### src/vec_pkg.sv
// Vector coprocessor package
// Sizes, opcodes and the packed structs shared by every block

`default_nettype none

package vec_pkg;

  //////////////////////////////
  // Sizes
  //////////////////////////////

  localparam int unsigned ElemWidth      = 16;
  localparam int unsigned NrLanes        = 4;
  localparam int unsigned NrVRegs        = 8;
  localparam int unsigned VlenElems      = 8;
  // Also the number of execution cycles per instruction
  localparam int unsigned ElemsPerLane   = VlenElems / NrLanes;
  localparam int unsigned InsnQueueDepth = 4;
  localparam int unsigned RespQueueDepth = 2;

  typedef logic [ElemWidth-1:0]            elem_t;
  typedef logic [$clog2(NrVRegs)-1:0]      vreg_idx_t;
  typedef logic [$clog2(VlenElems)-1:0]    elem_idx_t;
  typedef logic [$clog2(ElemsPerLane)-1:0] slot_idx_t;
  typedef logic [$clog2(NrLanes)-1:0]      lane_idx_t;

  //////////////////////////////
  // Opcodes and payloads
  //////////////////////////////

  // Encodings 8 to 15 are all treated as illegal
  typedef enum logic [3:0] {
    VADD     = 4'd0,
    VSUB     = 4'd1,
    VAND     = 4'd2,
    VOR      = 4'd3,
    VXOR     = 4'd4,
    VMV_VX   = 4'd5,
    VMV_XS   = 4'd6,
    VID_VX   = 4'd7,
    VILLEGAL = 4'd15
  } vop_e;

  // Host instruction word, top bit first
  typedef struct packed {
    logic [3:0] opcode;
    vreg_idx_t  vd;
    vreg_idx_t  vs1;
    vreg_idx_t  vs2;
    elem_idx_t  idx;
  } insn_word_t;

  typedef struct packed {
    insn_word_t insn;
    elem_t      scalar;
  } acc_req_t;

  typedef struct packed {
    elem_t data;
    logic  illegal;
  } acc_resp_t;

  // Decoded instruction, as held in the instruction queue
  typedef struct packed {
    vop_e      op;
    vreg_idx_t vd;
    vreg_idx_t vs1;
    vreg_idx_t vs2;
    elem_idx_t idx;
    elem_t     scalar;
  } vinsn_t;

  // Broadcast to every lane once per cycle
  typedef struct packed {
    vop_e      op;
    vreg_idx_t vd;
    vreg_idx_t vs1;
    vreg_idx_t vs2;
    slot_idx_t slot;
    elem_t     scalar;
    logic      we;
  } lane_cmd_t;

endpackage : vec_pkg

`default_nettype wire

### src/vec_dispatcher.sv
// Vector instruction dispatcher
// Splits the host instruction word into fields, flags illegal opcodes
// and holds the decoded instruction in a one-entry output register

`timescale 1ns/10ps
`default_nettype none

module vec_dispatcher (
  // Clock and reset
  input  logic              clk_i,
  input  logic              rst_n_i,
  // Host request
  input  vec_pkg::acc_req_t acc_req_i,
  input  logic              acc_req_valid_i,
  output logic              acc_req_ready_o,
  // Towards the instruction queue
  output vec_pkg::vinsn_t   vinsn_o,
  output logic              vinsn_valid_o,
  input  logic              vinsn_ready_i
);

  import vec_pkg::*;

  vinsn_t decoded;
  logic   accept;

  //////////////////////////////
  // Decode
  //////////////////////////////

  always_comb begin
    // Top opcode bit set means one of the unused encodings
    if (acc_req_i.insn.opcode[3]) begin
      decoded.op = VILLEGAL;
    end else begin
      decoded.op = vop_e'(acc_req_i.insn.opcode);
    end
    decoded.vd     = acc_req_i.insn.vd;
    decoded.vs1    = acc_req_i.insn.vs1;
    decoded.vs2    = acc_req_i.insn.vs2;
    decoded.idx    = acc_req_i.insn.idx;
    decoded.scalar = acc_req_i.scalar;
  end

  //////////////////////////////
  // Output register
  //////////////////////////////

  // Free when empty or drained in this same cycle
  assign acc_req_ready_o = !vinsn_valid_o || vinsn_ready_i;
  assign accept          = acc_req_valid_i && acc_req_ready_o;

  always_ff @(posedge clk_i or negedge rst_n_i) begin
    if (!rst_n_i) begin
      vinsn_valid_o <= 1'b0;
    end else if (accept) begin
      vinsn_valid_o <= 1'b1;
    end else if (vinsn_ready_i) begin
      vinsn_valid_o <= 1'b0;
    end
  end

  always_ff @(posedge clk_i) begin
    if (accept) begin
      vinsn_o <= decoded;
    end
  end

  // Held instruction must not move under back-pressure
  a_vinsn_stable : assert property (
    @(posedge clk_i) disable iff (!rst_n_i)
    vinsn_valid_o && !vinsn_ready_i |=> vinsn_valid_o && $stable(vinsn_o)
  );

endmodule : vec_dispatcher

`default_nettype wire

### src/vec_fifo.sv
// Valid/ready FIFO with a generic payload
// Circular buffer without fall-through, a full FIFO takes a push
// only when the same cycle pops

`timescale 1ns/10ps
`default_nettype none

module vec_fifo #(
  parameter type         payload_t = logic,
  parameter int unsigned Depth     = 2
) (
  input  logic     clk_i,
  input  logic     rst_n_i,
  // Write side
  input  payload_t push_data_i,
  input  logic     push_valid_i,
  output logic     push_ready_o,
  // Read side
  output payload_t pop_data_o,
  output logic     pop_valid_o,
  input  logic     pop_ready_i
);

  localparam int unsigned PtrWidth = (Depth > 1) ? $clog2(Depth) : 1;
  localparam int unsigned CntWidth = $clog2(Depth + 1);
  localparam logic [PtrWidth-1:0] LastPtr = PtrWidth'(Depth - 1);
  localparam logic [CntWidth-1:0] Full    = CntWidth'(Depth);

  payload_t            mem_q [Depth];
  logic [PtrWidth-1:0] wr_ptr_q;
  logic [PtrWidth-1:0] rd_ptr_q;
  logic [CntWidth-1:0] count_q;
  logic                push;
  logic                pop;

  assign pop_valid_o  = (count_q != '0);
  assign pop_data_o   = mem_q[rd_ptr_q];
  assign push_ready_o = (count_q != Full) || pop_ready_i;

  assign push = push_valid_i && push_ready_o;
  assign pop  = pop_valid_o && pop_ready_i;

  // Pointers and occupancy
  always_ff @(posedge clk_i or negedge rst_n_i) begin
    if (!rst_n_i) begin
      wr_ptr_q <= '0;
      rd_ptr_q <= '0;
      count_q  <= '0;
    end else begin
      if (push) begin
        wr_ptr_q <= (wr_ptr_q == LastPtr) ? '0 : wr_ptr_q + 1'b1;
      end
      if (pop) begin
        rd_ptr_q <= (rd_ptr_q == LastPtr) ? '0 : rd_ptr_q + 1'b1;
      end
      case ({push, pop})
        2'b10:   count_q <= count_q + 1'b1;
        2'b01:   count_q <= count_q - 1'b1;
        default: count_q <= count_q;
      endcase
    end
  end

  // Storage
  always_ff @(posedge clk_i) begin
    if (push) begin
      mem_q[wr_ptr_q] <= push_data_i;
    end
  end

  a_count_bound : assert property (
    @(posedge clk_i) disable iff (!rst_n_i) count_q <= Full
  );

endmodule : vec_fifo

`default_nettype wire

### src/vec_lane.sv
// Vector lane
// Holds one lane's slice of the vector register file and computes
// one element per cycle for the broadcast command

`timescale 1ns/10ps
`default_nettype none

module vec_lane #(
  parameter int unsigned LaneId = 0
) (
  input  logic               clk_i,
  input  logic               rst_n_i,
  input  vec_pkg::lane_cmd_t cmd_i,
  // vs2 at the current slot
  output vec_pkg::elem_t     read_elem_o
);

  import vec_pkg::*;

  // Slot s of this lane holds element s * NrLanes + LaneId
  elem_t     vrf_q [NrVRegs][ElemsPerLane];
  elem_t     op_a;
  elem_t     op_b;
  elem_t     result;
  elem_idx_t elem_idx;

  assign op_a        = vrf_q[cmd_i.vs1][cmd_i.slot];
  assign op_b        = vrf_q[cmd_i.vs2][cmd_i.slot];
  assign read_elem_o = op_b;
  assign elem_idx    = elem_idx_t'(cmd_i.slot * NrLanes + LaneId);

  //////////////////////////////
  // Element ALU
  //////////////////////////////

  always_comb begin
    case (cmd_i.op)
      VADD:    result = op_a + op_b;
      VSUB:    result = op_a - op_b;
      VAND:    result = op_a & op_b;
      VOR:     result = op_a | op_b;
      VXOR:    result = op_a ^ op_b;
      VMV_VX:  result = cmd_i.scalar;
      // Wraps at the element width
      VID_VX:  result = cmd_i.scalar + ElemWidth'(elem_idx);
      default: result = '0;
    endcase
  end

  //////////////////////////////
  // Register file slice
  //////////////////////////////

  always_ff @(posedge clk_i or negedge rst_n_i) begin
    if (!rst_n_i) begin
      for (int r = 0; r < NrVRegs; r++) begin
        for (int s = 0; s < ElemsPerLane; s++) begin
          vrf_q[r][s] <= '0;
        end
      end
    end else if (cmd_i.we) begin
      vrf_q[cmd_i.vd][cmd_i.slot] <= result;
    end
  end

endmodule : vec_lane

`default_nettype wire

### src/vec_lane_array.sv
// Vector lane array
// Steps each instruction over the slots of all lanes, one slot per cycle,
// and builds the response for scalar moves and illegal instructions

`timescale 1ns/10ps
`default_nettype none

module vec_lane_array (
  input  logic               clk_i,
  input  logic               rst_n_i,
  // From the instruction queue
  input  vec_pkg::vinsn_t    vinsn_i,
  input  logic               vinsn_valid_i,
  output logic               vinsn_ready_o,
  // To the response queue
  output vec_pkg::acc_resp_t resp_o,
  output logic               resp_valid_o,
  input  logic               resp_ready_i
);

  import vec_pkg::*;

  vinsn_t    insn_q;
  logic      busy_q;
  slot_idx_t slot_q;
  elem_t     capt_q;

  lane_cmd_t lane_cmd;
  elem_t     lane_rd [NrLanes];
  lane_idx_t sel_lane;
  slot_idx_t sel_slot;
  logic      last_slot;
  logic      needs_resp;
  logic      stall;
  logic      finish;
  logic      take;

  //////////////////////////////
  // Sequencing
  //////////////////////////////

  assign needs_resp = insn_q.op inside {VMV_XS, VILLEGAL};
  assign last_slot  = (slot_q == slot_idx_t'(ElemsPerLane - 1));
  assign stall      = resp_valid_o && !resp_ready_i;
  assign finish     = busy_q && last_slot && !stall;

  // Next instruction enters on the edge that retires the current one
  assign vinsn_ready_o = !busy_q || finish;
  assign take          = vinsn_valid_i && vinsn_ready_o;

  always_ff @(posedge clk_i or negedge rst_n_i) begin
    if (!rst_n_i) begin
      busy_q <= 1'b0;
      slot_q <= '0;
    end else if (take) begin
      busy_q <= 1'b1;
      slot_q <= '0;
    end else if (finish) begin
      busy_q <= 1'b0;
    end else if (busy_q && !last_slot) begin
      slot_q <= slot_q + 1'b1;
    end
  end

  always_ff @(posedge clk_i) begin
    if (take) begin
      insn_q <= vinsn_i;
    end
  end

  //////////////////////////////
  // Lanes
  //////////////////////////////

  always_comb begin
    lane_cmd.op     = insn_q.op;
    lane_cmd.vd     = insn_q.vd;
    lane_cmd.vs1    = insn_q.vs1;
    lane_cmd.vs2    = insn_q.vs2;
    lane_cmd.slot   = slot_q;
    lane_cmd.scalar = insn_q.scalar;
    lane_cmd.we     = busy_q && !needs_resp && !stall;
  end

  for (genvar l = 0; l < NrLanes; l++) begin : gen_lanes
    vec_lane #(
      .LaneId(l)
    ) i_lane (
      .clk_i      (clk_i     ),
      .rst_n_i    (rst_n_i   ),
      .cmd_i      (lane_cmd  ),
      .read_elem_o(lane_rd[l])
    );
  end : gen_lanes

  //////////////////////////////
  // Response
  //////////////////////////////

  // Element e sits in lane e mod NrLanes, slot e div NrLanes
  assign sel_lane = lane_idx_t'(insn_q.idx);
  assign sel_slot = slot_idx_t'(insn_q.idx >> $bits(lane_idx_t));

  always_ff @(posedge clk_i) begin
    if (busy_q && (sel_slot == slot_q)) begin
      capt_q <= lane_rd[sel_lane];
    end
  end

  assign resp_valid_o = busy_q && last_slot && needs_resp;

  always_comb begin
    resp_o.illegal = (insn_q.op == VILLEGAL);
    if (insn_q.op == VILLEGAL) begin
      resp_o.data = '0;
    end else if (sel_slot == slot_q) begin
      // requested element in the final slot is read directly
      resp_o.data = lane_rd[sel_lane];
    end else begin
      resp_o.data = capt_q;
    end
  end

  // Every instruction occupies the lanes for all its slots
  a_no_overlap : assert property (
    @(posedge clk_i) disable iff (!rst_n_i)
    take |=> !take [*(ElemsPerLane - 1)]
  );

  a_resp_stable : assert property (
    @(posedge clk_i) disable iff (!rst_n_i)
    resp_valid_o && !resp_ready_i |=> resp_valid_o && $stable(resp_o)
  );

endmodule : vec_lane_array

`default_nettype wire

### src/vec_top.sv
// Vector coprocessor top level
// Dispatcher, instruction queue, lane array and response queue in a chain

`timescale 1ns/10ps
`default_nettype none

module vec_top (
  // Clock and reset
  input  logic               clk_i,
  input  logic               rst_n_i,
  // Host request
  input  vec_pkg::acc_req_t  acc_req_i,
  input  logic               acc_req_valid_i,
  output logic               acc_req_ready_o,
  // Host response
  output vec_pkg::acc_resp_t acc_resp_o,
  output logic               acc_resp_valid_o,
  input  logic               acc_resp_ready_i
);

  import vec_pkg::*;

  //////////////////////////////
  // Dispatcher
  //////////////////////////////

  vinsn_t disp_vinsn;
  logic   disp_valid;
  logic   disp_ready;

  vec_dispatcher i_dispatcher (
    .clk_i          (clk_i          ),
    .rst_n_i        (rst_n_i        ),
    .acc_req_i      (acc_req_i      ),
    .acc_req_valid_i(acc_req_valid_i),
    .acc_req_ready_o(acc_req_ready_o),
    .vinsn_o        (disp_vinsn     ),
    .vinsn_valid_o  (disp_valid     ),
    .vinsn_ready_i  (disp_ready     )
  );

  // Decoded instructions waiting for the lanes
  vinsn_t head_vinsn;
  logic   head_valid;
  logic   head_ready;

  vec_fifo #(
    .payload_t(vinsn_t       ),
    .Depth    (InsnQueueDepth)
  ) i_insn_queue (
    .clk_i       (clk_i     ),
    .rst_n_i     (rst_n_i   ),
    .push_data_i (disp_vinsn),
    .push_valid_i(disp_valid),
    .push_ready_o(disp_ready),
    .pop_data_o  (head_vinsn),
    .pop_valid_o (head_valid),
    .pop_ready_i (head_ready)
  );

  //////////////////////////////
  // Lanes and responses
  //////////////////////////////

  acc_resp_t lane_resp;
  logic      lane_resp_valid;
  logic      lane_resp_ready;

  vec_lane_array i_lane_array (
    .clk_i        (clk_i          ),
    .rst_n_i      (rst_n_i        ),
    .vinsn_i      (head_vinsn     ),
    .vinsn_valid_i(head_valid     ),
    .vinsn_ready_o(head_ready     ),
    .resp_o       (lane_resp      ),
    .resp_valid_o (lane_resp_valid),
    .resp_ready_i (lane_resp_ready)
  );

  vec_fifo #(
    .payload_t(acc_resp_t    ),
    .Depth    (RespQueueDepth)
  ) i_resp_queue (
    .clk_i       (clk_i           ),
    .rst_n_i     (rst_n_i         ),
    .push_data_i (lane_resp       ),
    .push_valid_i(lane_resp_valid ),
    .push_ready_o(lane_resp_ready ),
    .pop_data_o  (acc_resp_o      ),
    .pop_valid_o (acc_resp_valid_o),
    .pop_ready_i (acc_resp_ready_i)
  );

endmodule : vec_top

`default_nettype wire

### config.mk
export PLATFORM = sky130hd
export DESIGN_NAME = vec_top
export DESIGN_NICKNAME = d
export VERILOG_FILES = /design/src/vec_pkg.sv /design/src/vec_dispatcher.sv /design/src/vec_fifo.sv /design/src/vec_lane.sv /design/src/vec_lane_array.sv /design/src/vec_top.sv
export SDC_FILE = /design/constraint.sdc
export NUM_CORES = 2
export LEC_CHECK = 0
export BUFFER_PORTS_ARGS = -buffer_cell sky130_fd_sc_hd__buf_2
export CORE_AREA = 8 8 496 498
export CTS_CLUSTER_DIAMETER = 40
export DETAILED_ROUTE_END_ITERATION = 10
export DIE_AREA = 0 0 504 506
export HOLD_SLACK_MARGIN = 0.03
export SETUP_SLACK_MARGIN = 0.15
export SLEW_MARGIN = 20
export SYNTH_ARGS = -nofsm -noshare
export SYNTH_HDL_FRONTEND = slang
export SYNTH_SLANG_ARGS = --single-unit
### constraint.sdc
create_clock -name clk_i -period 9.1 [get_ports clk_i]
set_clock_uncertainty 0.2 [all_clocks]
set_input_delay 2.73 -clock clk_i [delete_from_list [all_inputs] [get_ports clk_i]]
set_output_delay 2.73 -clock clk_i [all_outputs]
set_load 0.02 [all_outputs]
==> flow_metrics.py <==
metrics = {
    "clocking": {
        "cts_resized": 0,
        "clock_path_buffers": 3,
        "tritoncts": "yes",
        "clk_latency_ps": 840,
        "post_cts_buffers": 0,
        "hold_buffers": 0,
        "cts_root_buf": "clkbuf_16",
        "htreeDepth": 4,
        "cts_sinks": 1280,
        "numCtsBuffers": 181,
        "clk_pin_slew_worst_paths_ps": 50,
    },
    "routing": {
        "antenna_left": 0,
        "dr.pass1.iters": 6,
        "vias": 52292,
        "initialDrtViolationCount": 5718,
        "drc_errors": 0,
        "viasPerCell": 5.54,
        "drt-total-wl_um": 222000,
        "wl_per_cell_um": 23.5,
    },
    "yosys": {
        "yosys_warnings": 0,
        "syn-instance-count": 6235,
        "synthArstFlopShare_pct": 81.1,
        "synth_area_mm2": 0.0709,
        "synthTopCellsByArea": "dfrtp_1 (37%), mux4_2 (19%), edfxtp_1 (10%)",
        "synth_cell_type_count": 89,
        "yosysTopAreaCellShare_pct": 36.6,
        "ys_ff_latch": 1280,
        "synth_area_per_cell_um2": 11.4,
        "synth_nets": 6482,
        "synth-edff-count": 242,
        "synth-main-ff-cell": "dfrtp_1",
        "seq_area_frac_synth_pct": 46.9,
        "synth_area_leader_cell": "dfrtp_1",
        "synth_common_cells": "dfrtp_1 (1038), nand2_1 (987), o21ai_0 (877), mux4_2 (610), clkbuf_1 (404)",
        "synth_most_common_cell": "dfrtp_1",
    },
    "critical_path": {
        "critPathKind": "input pin to primary output",
        "critical_path.endpoint_type": "primary output",
        "startpoint_type": "input pin",
        "required_ps": 6170,
        "cp.arrival_ps": 5430,
        "reg2reg_slack_ps": 1970,
        "critPathMaxFanout": 6,
    },
    "global_route": {
        "busiest_layer": "met2",
        "grt_pass1_vias": 52381,
        "grt_overflow": 0,
        "grt_pass1_wl_um": 335000,
        "grt_max_degree": 174,
        "use_met1_pct": 22.6,
        "groute.usage.overall_pct": 16.9,
        "use_met3_pct": 2.87,
        "use_met2_pct": 27.4,
        "antenna_found_initial": 6,
    },
    "die": {
        "core_region_area_mm2": 0.239,
        "die_y_um": 506,
        "dieArea_mm2": 0.255,
        "initial_core_util_pct": 29.7,
        "ios": 55,
        "rows": 180,
        "fp.dieW_um": 504,
    },
    "sta": {
        "report.final.slew_viol_count": 0,
        "fmax_ghz": 0.120,
        "tightestPinTransition_ps": 1210,
        "hold_viol": 0,
        "setup_violations": 0,
        "post-route-min-period_ps": 8360,
        "post-route-period-util_pct": 91.9,
        "fin_tns_setup_ps": 0,
        "hold_ws_ps": 278,
        "rsz0062_at_grt": "false",
        "relSlewSlack_pct": 18.9,
    },
    "finish": {
        "syn_to_final_growth_pct": 14.4,
        "nets": 6348,
        "layout-drive-gt1-share_pct": 20.6,
        "post-route-util_pct": 34.0,
        "stdcell_area_mm2": 0.0811,
    },
    "run": {
        "drv_cap": 0,
    },
    "run_status": {
        "run_status": "finished, final reports clean",
    },
    "placement": {
        "port_buffers": 54,
        "dp_hpwl_um": 141000,
        "place.gp.congestion": 0.925,
        "placedInstanceArea_mm2": 0.0745,
    },
    "worst_hold_path": {
        "worst_hold_path_type": "flop to flop",
    },
}
-- cell type report --
class                      count  area [um^2]
inverter                     158          593
clock inverter               128         1730
antenna                        4         10.0
multi-input combinational   4267        35100
clock buffer                 210         4780
fill                       23449       158000
timing repair buffer         213         1650
tap                         3185         3990
sequential                  1280        33200
-- layout by cell type (no fill, tap or decap), types with 24 or more instances in the layout --
master and count:
o2111ai_1 24, mux4_2 610, nor3_1 41, mux2_2 28
nor2_1 375, inv_1 157, buf_4 145, nor2b_1 30
xnor2_1 111, ha_1 205, buf_2 53, a31oi_1 46
nand2_1 975, clkbuf_16 183, dfrtp_1 1036, a221oi_1 51
a21oi_1 267, nand3_1 54, and3_1 28, edfxtp_1 242
mux2i_1 49, xor2_1 36, o21ai_0 877, a22oi_1 105
-- through the flow --
| stage | setup WS (ps) | cells |
|---|---|---|
| final | 739 | 9445 |
| after global placement | 826 | 9103 |
| after global routing | 706 | 9441 |
| after floorplan | 2240 | 6235 |
| after CTS | 860 | 9441 |
| after detailed placement | 873 | 9103 |
-- sequential cells by signal (all words and copies together) (netlist names), 2 cells and up --
register,cells
i_resp_queue.count_q,2
i_dispatcher.vinsn_o,32
i_insn_queue.rd_ptr_q,2
i_resp_queue.mem_q,34
i_lane_array.gen_lanes.i_lane.vrf_q,1024
i_lane_array.insn_q,32
i_lane_array.capt_q,16
i_insn_queue.mem_q,128
i_insn_queue.wr_ptr_q,2
i_insn_queue.count_q,3
-- cells by family after synthesis --
| logic type | share of synthesized area [%] |
|---|---|
| DFF | 46.9 |
| xor gates and xnor gates | 1.88 |
| AOI/OAI and AO/OA | 12.7 |
| adders and majority gates | 3.79 |
| muxes | 20.9 |
| buffers and inverters | 4.12 |
| and+or+nand+nor | 9.67 |
-- path summary, 6_finish.rpt --
kind | from | endpoint | cells past startpoint
max | acc_resp_ready_i | acc_req_ready_o | 9
min | i_resp_queue.count_q[1] | i_resp_queue.count_q[1] | 1
max reg2reg | i_lane_array.insn_q[21] | i_lane_array.gen_lanes[3].i_lane.vrf_q[95] | 19
min reg2reg | i_resp_queue.count_q[1] | i_resp_queue.count_q[1] | 1
max in group asynchronous | rst_n_i | i_lane_array.gen_lanes[2].i_lane.vrf_q[14] | 3
min in group asynchronous | rst_n_i | i_lane_array.gen_lanes[2].i_lane.vrf_q[250] | 1
-- critical path, cell delays in order --
cell,delay (ps)
buf_2,110
or3b_2,560
o21ai_0,890
buf_4,270
nand2_1,100
nand4b_1,320
inv_1,170
nand2_1,100
buf_2,170
-- routing by layer --
layer | share of wire [%] | wire length [um] | vias up
met3 | 8.1 | 18000 | 490
met2 | 47 | 104000 | 2270
met5 | 0 | 0 | -
met4 | 4.0 | 8910 | 0
met1 | 41 | 91000 | 26828
li1 | - | - | 22704
Power is not shown: default switching activity piles up to over one toggle a cycle in this logic, so the estimate is an artifact.
